--- config.mk ---
export PLATFORM = sky130hd
export DESIGN_NAME = pool_layer_top
export DESIGN_NICKNAME = d
export VERILOG_FILES = /design/src/rtl/pool_cfg_pkg.sv /design/src/rtl/pool_types_pkg.sv /design/src/rtl/pool_stream_if.sv /design/src/rtl/pool_ctrl.sv /design/src/rtl/pool_window.sv /design/src/rtl/pool_writeback.sv /design/src/rtl/pool_layer_top.sv
export SDC_FILE = /design/constraint.sdc
export NUM_CORES = 1
export LEC_CHECK = 0
export ABC_AREA = 1
export BUFFER_PORTS_ARGS = -buffer_cell sky130_fd_sc_hd__buf_2
export CORE_MARGIN = 2
export CORE_UTILIZATION = 53
export CTS_CLUSTER_DIAMETER = 100
export DETAILED_ROUTE_END_ITERATION = 12
export GPL_TIMING_DRIVEN = 0
export PLACE_DENSITY = 0.76
export SLEW_MARGIN = 5
export SYNTH_ARGS = -nofsm -noshare
export SYNTH_HDL_FRONTEND = slang
export SYNTH_SLANG_ARGS = --single-unit
--- constraint.sdc ---
create_clock -name clk -period 2.9 [get_ports clk]
set_input_delay 0.29 -clock clk [delete_from_list [all_inputs] [get_ports clk]]
set_output_delay 0.29 -clock clk [all_outputs]
set_load 0.005 [all_outputs]
--- src/rtl/pool_cfg_pkg.sv ---
package pool_cfg_pkg;

    // Input map and kernel geometry
    localparam int IFM_SIZE      = 10;
    localparam int POOL_K        = 2;    // Kernel side, also the stride
    localparam int IFM_SIZE_NEXT = (IFM_SIZE - POOL_K) / POOL_K + 1;

    localparam int IFM_PIXELS    = IFM_SIZE * IFM_SIZE;
    localparam int NEXT_PIXELS   = IFM_SIZE_NEXT * IFM_SIZE_NEXT;

    // Two horizontally adjacent pixels come back per read
    localparam int PAIRS_PER_ROW = IFM_SIZE / 2;

    // Reading may stall here, first pair of the first odd row
    localparam int HOLD_ADDR     = IFM_SIZE;

    localparam int NUM_BANKS     = 3;    // Output banks in rotation

    localparam int RD_ADDR_W     = $clog2(IFM_PIXELS);
    localparam int WR_ADDR_W     = $clog2(NEXT_PIXELS);
    localparam int PIX_W         = 16;

endpackage

--- src/rtl/pool_types_pkg.sv ---
package pool_types_pkg;
    import pool_cfg_pkg::*;

    // Feature map pixel, two's complement
    typedef logic signed [PIX_W-1:0] pixel_t;

    // One read returns both pixels of a horizontal pair
    typedef struct packed {
        pixel_t left;   // Even address
        pixel_t right;  // Odd address
    } pix_pair_t;

    typedef logic [RD_ADDR_W-1:0] rd_addr_t;

    typedef logic [WR_ADDR_W-1:0] wr_addr_t;

    typedef logic [$clog2(NUM_BANKS)-1:0] bank_sel_t;

endpackage

--- src/rtl/pool_stream_if.sv ---
`timescale 1ns/10ps

// No ready signal, consumers always take the item
interface pool_stream_if #(
    parameter type T = logic
);
    logic valid;    // One cycle per item
    T     data;
    logic row_end;  // Last item of a row
    logic map_end;  // Last item of the map

    modport producer (
        output valid,
        output data,
        output row_end,
        output map_end
    );

    modport consumer (
        input valid,
        input data,
        input row_end,
        input map_end
    );

endinterface

--- src/rtl/pool_ctrl.sv ---
`timescale 1ns/10ps

module pool_ctrl
    import pool_cfg_pkg::*, pool_types_pkg::*;
(
    input  logic             clk,
    input  logic             reset,
    input  logic             start_from_previous,
    input  logic             conv_ready,
    input  logic             bank_full,
    output logic             end_to_previous,
    output logic             rd_en,
    output rd_addr_t         rd_addr_a,
    output rd_addr_t         rd_addr_b,
    pool_stream_if.producer  pair_s,
    input  pixel_t           rd_data_a,
    input  pixel_t           rd_data_b
);

    typedef enum logic [1:0] {
        IDLE   = 2'b00,
        READ   = 2'b01,
        FINISH = 2'b10,
        HOLD   = 2'b11
    } state_t;

    state_t state, state_next;

    logic [$clog2(PAIRS_PER_ROW)-1:0] pair_col;   // Pair position within the row
    logic at_hold;
    logic stall;
    logic last_pair;
    logic row_last;

    assign at_hold   = (rd_addr_a == rd_addr_t'(HOLD_ADDR));
    assign stall     = at_hold && (bank_full || !conv_ready);
    assign last_pair = (rd_addr_a == rd_addr_t'(IFM_PIXELS - 2));
    assign row_last  = (pair_col == PAIRS_PER_ROW - 1);

    always_ff @(posedge clk or posedge reset)
    begin
        if (reset)
            state <= IDLE;
        else
            state <= state_next;
    end

    always_comb
    begin
        state_next      = state;
        rd_en           = 1'b0;
        end_to_previous = 1'b0;

        case (state)
            IDLE, FINISH:
            begin
                end_to_previous = 1'b1;
                if (start_from_previous)
                    state_next = READ;
            end
            READ:
            begin
                // Pause before the hold address goes out
                if (stall)
                    state_next = HOLD;
                else
                begin
                    rd_en = 1'b1;
                    if (last_pair)
                        state_next = FINISH;
                end
            end
            HOLD:
            begin
                if (!bank_full && conv_ready)
                    state_next = READ;
            end
            default:
                state_next = IDLE;
        endcase
    end

    always_ff @(posedge clk or posedge reset)
    begin
        if (reset)
        begin
            rd_addr_a <= '0;
            pair_col  <= '0;
        end
        else if (rd_en)
        begin
            rd_addr_a <= last_pair ? '0 : rd_addr_a + 2'd2;
            pair_col  <= row_last ? '0 : pair_col + 1'b1;
        end
    end

    assign rd_addr_b = rd_en ? rd_addr_a + 1'b1 : '0;  // Odd pixel of the pair

    // Markers follow the read by one cycle, in step with the memory data
    always_ff @(posedge clk or posedge reset)
    begin
        if (reset)
        begin
            pair_s.valid   <= 1'b0;
            pair_s.row_end <= 1'b0;
            pair_s.map_end <= 1'b0;
        end
        else
        begin
            pair_s.valid   <= rd_en;
            pair_s.row_end <= rd_en && row_last;
            pair_s.map_end <= rd_en && last_pair;
        end
    end

    assign pair_s.data = pix_pair_t'{left: rd_data_a, right: rd_data_b};

endmodule

--- src/rtl/pool_window.sv ---
`timescale 1ns/10ps

module pool_window
    import pool_cfg_pkg::*, pool_types_pkg::*;
(
    input  logic             clk,
    input  logic             reset,
    pool_stream_if.consumer  pair_s,
    pool_stream_if.producer  pool_s
);

    pixel_t    line_buf [PAIRS_PER_ROW];   // Even row pair maxima
    pix_pair_t pair_in;
    pixel_t    pair_max;
    logic      odd_row;
    logic      emit;

    logic [$clog2(PAIRS_PER_ROW)-1:0] pair_idx;

    function automatic pixel_t max_pix(input pixel_t a, input pixel_t b);
        return (a > b) ? a : b;
    endfunction

    assign pair_in  = pair_s.data;
    assign pair_max = max_pix(pair_in.left, pair_in.right);
    assign emit     = pair_s.valid && odd_row;

    always_ff @(posedge clk or posedge reset)
    begin
        if (reset)
        begin
            odd_row  <= 1'b0;
            pair_idx <= '0;
        end
        else if (pair_s.valid)
        begin
            if (pair_s.row_end)
            begin
                // Map end brings the parity back to an even row
                odd_row  <= !odd_row && !pair_s.map_end;
                pair_idx <= '0;
            end
            else
                pair_idx <= pair_idx + 1'b1;
        end
    end

    always_ff @(posedge clk)
    begin
        if (pair_s.valid && !odd_row)
            line_buf[pair_idx] <= pair_max;
    end

    // Vertical max against the buffered row
    always_ff @(posedge clk)
    begin
        if (emit)
            pool_s.data <= max_pix(line_buf[pair_idx], pair_max);
    end

    always_ff @(posedge clk or posedge reset)
    begin
        if (reset)
        begin
            pool_s.valid   <= 1'b0;
            pool_s.row_end <= 1'b0;
            pool_s.map_end <= 1'b0;
        end
        else
        begin
            pool_s.valid   <= emit;
            pool_s.row_end <= emit && pair_s.row_end;
            pool_s.map_end <= emit && pair_s.map_end;
        end
    end

endmodule

--- src/rtl/pool_writeback.sv ---
`timescale 1ns/10ps

module pool_writeback
    import pool_cfg_pkg::*, pool_types_pkg::*;
(
    input  logic             clk,
    input  logic             reset,
    input  logic             end_from_next,
    pool_stream_if.consumer  pool_s,
    output logic             wr_en,
    output wr_addr_t         wr_addr,
    output pixel_t           wr_data,
    output logic             start_to_next,
    output bank_sel_t        bank_sel,
    output logic             bank_full
);

    logic wr_last;   // Current write closes the map

    always_ff @(posedge clk or posedge reset)
    begin
        if (reset)
        begin
            wr_en   <= 1'b0;
            wr_last <= 1'b0;
        end
        else
        begin
            wr_en   <= pool_s.valid;
            wr_last <= pool_s.valid && pool_s.map_end;
        end
    end

    always_ff @(posedge clk)
    begin
        if (pool_s.valid)
            wr_data <= pool_s.data;
    end

    // Address of the write in progress, moves on after it
    always_ff @(posedge clk or posedge reset)
    begin
        if (reset)
            wr_addr <= '0;
        else if (wr_en)
        begin
            if (wr_last || wr_addr == wr_addr_t'(NEXT_PIXELS - 1))
                wr_addr <= '0;
            else
                wr_addr <= wr_addr + 1'b1;
        end
    end

    assign start_to_next = bank_full && end_from_next;

    always_ff @(posedge clk or posedge reset)
    begin
        if (reset)
        begin
            bank_full <= 1'b0;
            bank_sel  <= '0;
        end
        else
        begin
            if (wr_en && wr_last)
                bank_full <= 1'b1;
            else if (start_to_next)
                bank_full <= 1'b0;

            if (start_to_next)
                bank_sel <= (bank_sel == bank_sel_t'(NUM_BANKS - 1)) ? '0 : bank_sel + 1'b1;
        end
    end

endmodule

--- src/rtl/pool_layer_top.sv ---
`timescale 1ns/10ps

module pool_layer_top
    import pool_types_pkg::*;
(
    input  logic       clk,
    input  logic       reset,
    input  logic       start_from_previous,
    input  logic       conv_ready,
    input  logic       end_from_next,
    input  pixel_t     rd_data_a,
    input  pixel_t     rd_data_b,
    output logic       end_to_previous,
    output logic       rd_en,
    output rd_addr_t   rd_addr_a,
    output rd_addr_t   rd_addr_b,
    output logic       wr_en,
    output wr_addr_t   wr_addr,
    output pixel_t     wr_data,
    output logic       start_to_next,
    output bank_sel_t  bank_sel
);

    logic bank_full;   // Output bank not yet released by the next layer

    pool_stream_if #(.T(pix_pair_t)) pair_s ();
    pool_stream_if #(.T(pixel_t))    pool_s ();

    pool_ctrl u_ctrl (
        .clk                 (clk),
        .reset               (reset),
        .start_from_previous (start_from_previous),
        .conv_ready          (conv_ready),
        .bank_full           (bank_full),
        .end_to_previous     (end_to_previous),
        .rd_en               (rd_en),
        .rd_addr_a           (rd_addr_a),
        .rd_addr_b           (rd_addr_b),
        .pair_s              (pair_s.producer),
        .rd_data_a           (rd_data_a),
        .rd_data_b           (rd_data_b)
    );

    pool_window u_window (
        .clk    (clk),
        .reset  (reset),
        .pair_s (pair_s.consumer),
        .pool_s (pool_s.producer)
    );

    pool_writeback u_writeback (
        .clk           (clk),
        .reset         (reset),
        .end_from_next (end_from_next),
        .pool_s        (pool_s.consumer),
        .wr_en         (wr_en),
        .wr_addr       (wr_addr),
        .wr_data       (wr_data),
        .start_to_next (start_to_next),
        .bank_sel      (bank_sel),
        .bank_full     (bank_full)
    );

endmodule

==> impl_metrics.tcl, run 1 <==
set metrics [dict create \
    power_density_nw_per_um2 1120 \
    endpoint "u_window.pool_s.data[11]" \
    violations "negative setup slack" \
    ys_ff_latch 142 \
    r2r_slack_ns -0.30 \
    nFillCells 724 \
    synth.distinct_cells 41 \
    swShare_pct 40.8 \
    relSlewSlack_pct 26.3 \
    synth-edff-count 112 \
    drt_iter0_drc 692 \
    switchingPower_uw 4410 \
    muxShareOfSynthArea_pct 0 \
    hold_class "in -> reg" \
    fin_crit_sh_pct 115 \
    synthCells 664 \
    hpwl_mm 10.8 \
    p_int_uw 6410 \
    arrival_ns 3.53 \
    status "complete, but fails checks" \
    worst_hold_slack_ns 0.0759 \
    clock-sinks 142 \
    cts_root_buf "clkbuf_16" \
    path_class "in -> reg" \
    die_y_um 119 \
    cp.required_ns 3.09 \
    dp_slack_ns -0.724 \
    initial_core_util_pct 53.7 \
    synth_common_cells "nand2_1 (125), edfxtp_1 (112), inv_1 (77)" \
    rsz0062_at_grt "true" \
    postRouteAntennaNets 0 \
    clock_latency_ns 0.43 \
    grt_pass1_vias 5598 \
    wl_per_cell_um 20.7 \
    synthXorXnorAreaFrac_pct 0.248 \
    pin_count 78 \
    yosysMostFrequentCell "nand2_1" \
    fin_ws_ns -0.433 \
    crit_start "rd_data_a[1]" \
    diodes 0 \
    cts_tree "done" \
    synth_compound_area_share_pct 3.69 \
    combPwrFrac_pct 48.9 \
    path_clk_slew_ns 0.07 \
    clkPwrFrac_pct 20.3 \
    p_total_uw 10800 \
    ir_worst_vdd_mv 0.576 \
    cp-end-kind "flop" \
    drv_slew 0 \
    final-setup-viol-count 16 \
    reg2reg_depth 17 \
    yosysSeqAreaShare_pct 58.3 \
    antenna_found_initial 0 \
    dieArea_um2 14200 \
    vias 5962 \
    num_rows 42 \
    r2r-start "u_window.pair_idx[0]" \
    post-route-util_pct 73.6 \
    yosys.area_share.adder_pct 6.74 \
    cts_buffers 17 \
    gp_congestion 0.887 \
    syn_nets 739 \
    fin_crit_ns 3.33 \
    grt_max_degree 31 \
    grt_pass1_wl_mm 27.8 \
    drv_cap 0 \
    clock_path_buffers 2 \
    layout-drive-gt1-share_pct 43.1 \
    io_buffers 76 \
    synth_area_per_cell_um2 10.6 \
    hold_buffers 0 \
    ys_top_cells_by_area "edfxtp_1 (48%), dfrtp_1 (11%), ha_1 (6.7%), nand2_1 (6.7%), inv_1 (4.1%)" \
    synth_simple_gate_area_share_pct 24.2 \
    final-hold-violation-count 0 \
    synth_async_sr_flop_share_pct 21.1 \
    clock_skew_ns 0.0129 \
    yosys.area.top_type "edfxtp_1" \
    start_kind "input pin" \
    grt_overflow 0 \
    route.detailed.drc 0 \
    p_seq_share_pct 30.8 \
    yosysTopAreaCellShare_pct 47.7 \
    coreArea_um2 13100 \
    synth_top_family_by_area "simple AND/OR/NAND/NOR gates" \
    nNetsFinal 891 \
    critPathMaxStageDelay_ns 0.29 \
    first_pass_iters 5 \
    track_usage_pct 25.3 \
    worst_slew_pin_slew_ns 1.10 \
    fp.dieW_um 119 \
    reg2reg_to "u_window.pool_s.data[11]" \
    synthToLayoutAreaGrowth_pct 37.2 \
    ctsHtreeMaxLevel 4 \
    wl_mm 20.8 \
    leakagePower_uw 0.00411 \
    path_common_cell "nand2_1" \
    synth_ff_type "edfxtp_1" \
    via_per_inst 5.93 \
    netlist_area_um2 7050 \
    critPathMaxFanout 6 \
    clock.fmax_mhz 300 \
    cp_slowest_cell "ha_4" \
    yosysWarnings 0 \
]
[critical path: cells and delay by family]
family / cells / cell delay, ns
AND/OR/NAND/NOR: 20 / 2.09
buffers and inverters: 4 / 0.61
adder cells (fa/ha/maj): 2 / 0.51
[how the worst min path moves through the flow]
| stage | startpoint | endpoint | slack, ns | cells after the start |
|---|---|---|---|---|
| CTS | end_from_next | u_writeback.bank_full | 0.07 | 2 |
| global route | end_from_next | u_writeback.bank_full | 0.1 | 2 |
| global placement | u_window.pool_s.data[10] | u_writeback.wr_data[10] | 0.40 | 0 |
| detailed placement | u_window.pool_s.data[13] | u_writeback.wr_data[13] | 0.40 | 0 |
| finish | end_from_next | u_writeback.bank_full | 0.08 | 2 |
| floorplan | reset | u_ctrl.pair_col[0] | 0.38 | 1 |
[cell families (layout without fill, tap and decap cells)]
logic type	count (synthesis)	count (layout)
other	1	1
adder cells (fa/ha/maj)	38	38
XOR/XNOR	2	2
AO/OA/AOI/OAI	46	46
AND/OR/NAND/NOR	321	321
flip-flops	142	142
buffers and inverters	114	279
[through the flow]
| step | cell area, um2 | std cells | setup TNS, ns |
|---|---|---|---|
| 2_1_floorplan | 7330 | 664 | -1.68 |
| 3_3_place_gp | 7940 | 916 | -33.42 |
| 3_5_place_dp | 7980 | 919 | -10.25 |
| 4_1_cts | 9320 | 994 | -0.584 |
| 5_1_grt | 9680 | 1005 | -7.65 |
| 6_report | 9680 | 1005 | -6.53 |
[area by class of cell]
class | instances | area [um2] | area share, %
inverters | 95 | 389 | 4.02
clock buffers | 17 | 425 | 4.40
well taps | 176 | 220 | 2.28
flip-flops and latches | 142 | 4120 | 42.5
repair buffers | 134 | 943 | 9.75
multi-input cells | 408 | 3240 | 33.5
clock inverters | 15 | 168 | 1.73
plain buffers | 18 | 176 | 1.82
[placed cells by master (no fill, tap or decap), types with 5 or more instances in the layout]
cell and count:
edfxtp_1 112, nand2_1 99, buf_2 66, inv_1 62, buf_4 54, nand3_1 37
nand4_1 36, nand2_2 35, dfrtp_1 29, ha_4 26, nor2_1 23, inv_2 23
buf_6 21, nand2_4 17, clkbuf_16 17, nand3_2 15, o21ai_0 14, nand3b_1 14
nand3_4 12, ha_1 12, a21oi_2 11, a21oi_1 8, inv_4 8, nand2_8 8
nor3_1 7, inv_6 6, inv_8 6, nor2_4 5, nor2_2 5
[state kept, by name, summed over array words and instances, names as in the netlist, 2 cells and up]
name and cells:
u_ctrl.pair_col 3, u_ctrl.rd_addr_a 6, u_ctrl.state 2, u_window.line_buf 80, u_window.pair_idx 3, u_window.pool_s.data 16, u_writeback.bank_sel 2, u_writeback.wr_addr 5
u_writeback.wr_data 16
[power groups by stage]
stage	registers [uW]	clock network [uW]	logic (uW)
floorplan	3300	0	2520
global placement	3310	0	3350
detailed placement	3350	0	3520
CTS	3310	2180	4410
global route	3390	2280	5580
finish	3340	2200	5290
[timing repair]
item | in CTS | in global routing
cloned | 2 | 0
setup buffers | 42 | 12
resized for setup | 87 | 60
pin swaps | 34 | 46
setup endpoints to repair | 16 | 16
[routing by layer]
metal	global-route usage, %	routed length, um	up-vias
li1	-	-	2594
met1	31.1	7620	2828
met2	43.4	10400	422
met3	5.08	1690	118
met4	11.3	1100	0
met5	0	0	-
Power figures use the tool's default switching activity.
==> inputs of run 2 (changes only) <==
- CELL_PAD_IN_SITES_DETAIL_PLACEMENT: not set -> 1
- CELL_PAD_IN_SITES_GLOBAL_PLACEMENT: not set -> 1
- CORE_UTILIZATION: 53 -> 42
- PLACE_DENSITY: 0.76 -> not set
- PLACE_DENSITY_LB_ADDON: not set -> 0.1
==> run 2 against run 1 <==
The flow still finishes with violations (negative setup slack). Largest power group unchanged. Largest cell class unchanged. Critical endpoint is now u_window.pool_s.data[10]. Critical path type unchanged. Non-clock buffer count rose by 9. Via count down 10%. Worst hold slack lost 0.013 ns. Clock skew down 0.0047 ns. Clock power down 8%.
==> impl_metrics.tcl, run 2 (synthesis gave the netlist of run 1 again) <==
set metrics [dict create \
    status "complete, but fails checks" \
    violations "negative setup slack" \
    reg2reg_depth 17 \
    arrival_ns 3.30 \
    fin_crit_ns 3.11 \
    antenna_found_initial 0 \
    layout_commonest_cell "edfxtp_1" \
    diodes 0 \
    pin_count 78 \
    largest_register_ffs 80 \
    grt_pass1_wl_mm 29.5 \
    fin_crit_sh_pct 107 \
    cp_slowest_cell "ha_1" \
    grt_overflow 0 \
    final-setup-viol-count 16 \
    io_buffers 76 \
    die_y_um 134 \
    nFillCells 1764 \
    num_rows 47 \
    initial_core_util_pct 42.7 \
    route.detailed.drc 0 \
    clock.fmax_mhz 321 \
    hold_depth 2 \
    hpwl_mm 13.3 \
    worst_slew_pin_slew_ns 1.16 \
    layout-drive-gt1-share_pct 43.1 \
    clock_path_buffers 2 \
    postRouteAntennaNets 0 \
    hold_class "in -> reg" \
    fin_ws_ns -0.215 \
    drv_cap 0 \
    cts_tree "done" \
    track_usage_pct 21.5 \
    critPathTopFamily "simple AND/OR/NAND/NOR gates" \
    cp.required_ns 3.09 \
    via_per_inst 5.07 \
    hold_buffers 0 \
    p_total_uw 10300 \
    final_area_um2 9600 \
    drv_slew 0 \
    r2r_slack_ns -0.06 \
    r2r-start "u_window.pair_idx[0]" \
    clock-sinks 142 \
    rsz0062_at_grt "true" \
    clock_latency_ns 0.43 \
    drt_iter0_drc 256 \
    worstPathCellList "buf_6 -> inv_4 -> ha_4 -> nand4_1 -> nor3_4 -> nand2_4 -> nand3_4 -> nand3_4 -> nand2_1 -> nand2_2 -> ha_1 -> nand2_1 -> inv_2 -> o21ai_2 -> a21oi_2 -> nor2_4 -> nand3_4 -> buf_4 -> clkbuf_8 -> nand4_1 -> nand2_2" \
    cp-end-kind "flop" \
    relSlewSlack_pct 22.7 \
    first_pass_iters 4 \
    layout_common_cells "edfxtp_1 (112), nand2_1 (105), buf_2 (68)" \
    clock_skew_ns 0.00817 \
    cts_buffers 17 \
    power_density_nw_per_um2 1070 \
    fp.dieW_um 134 \
    place_area_um2 8070 \
    path_common_cell "nand3_4" \
    critPathMaxFanout 10 \
    grt_pass1_vias 5649 \
    crit_buf_inv 5 \
    ir_worst_vdd_mv 0.576 \
    nNetsFinal 900 \
    reg2reg_to "u_window.pool_s.data[7]" \
    wl_mm 19.7 \
    cts_root_buf "clkbuf_16" \
    worst_hold_slack_ns 0.0627 \
    vias 5360 \
    reg_top3 "u_window.line_buf: 80 flops, u_window.pool_s.data: 16 flops, u_writeback.wr_data: 16 flops" \
    largest_register "u_window.line_buf" \
    leakagePower_uw 0.00413 \
    final_cells 1058 \
    coreArea_um2 16500 \
    wl_per_cell_um 18.6 \
    path_class "in -> reg" \
    gp_congestion 0.832 \
    critPathMaxStageDelay_ns 0.34 \
    path_clk_slew_ns 0.07 \
    min_to "u_writeback.bank_full" \
    start_kind "input pin" \
    dieArea_um2 17800 \
    place_inst 967 \
    grt_max_degree 31 \
    hp-start "end_from_next" \
    synthToLayoutAreaGrowth_pct 36.1 \
    ctsHtreeMaxLevel 4 \
    final-hold-violation-count 0 \
]
-- run 2: through the flow --
step	setup TNS (ns)	setup WS (ns)	util, %
floorplan	-1.68	-0.155	-
finish	-3.17	-0.215	58.1
detailed placement	-11.41	-0.799	48.9
global route	-5.08	-0.332	58.1
CTS	-1.82	-0.123	55.7
global placement	-41.44	-1.02	48.4
-- run 2: layer usage --
metal,track usage (%),vias to the layer above,wire length [um]
met2,36.7,103,10100
met5,0,-,0
met3,4.34,23,620
li1,-,2609,-
met4,5.67,0,294
met1,28.2,2625,8650
-- run 2: worst max path at each step --
stage / startpoint / endpoint / depth (start not counted)
after floorplan: rd_data_b[8] / u_window.pool_s.data[9] / 23
after global placement: u_window.pair_idx[0] / u_window.line_buf[4][9] / 3
after detailed placement: rd_data_b[5] / u_window.pool_s.data[10] / 21
after CTS: rd_data_b[11] / u_window.pool_s.data[10] / 21
after global routing: rd_data_b[10] / u_window.pool_s.data[7] / 22
final: rd_data_b[10] / u_window.pool_s.data[10] / 21
-- run 2: layout make-up --
type / instances / area (um2) / share of cell area, %
clock buffers: 17 / 425 / 4.43
multi-input cells: 408 / 3090 / 32.2
well taps: 220 / 275 / 2.87
flip-flops and latches: 142 / 4120 / 42.9
clock inverters: 15 / 124 / 1.29
inverters: 95 / 387 / 4.03
plain buffers: 19 / 181 / 1.89
repair buffers: 142 / 998 / 10.4
-- run 2: repair_timing --
action / 4_1_cts / 5_1_grt
cloned: 2 / 0
gates resized for setup: 71 / 56
endpoints found under the setup margin: 16 / 16
pin swaps: 34 / 37
setup buffers: 32 / 26
endpoints found under the hold margin: 0 / 0
-- run 2: power breakdown --
| group | leakage (uW) | switching, uW | total, uW | internal [uW] |
|---|---|---|---|---|
| registers | 0.00139 | 303 | 3330 | 3030 |
| clock network | 0.000268 | 916 | 2030 | 1120 |
| logic | 0.00248 | 2780 | 4920 | 2140 |
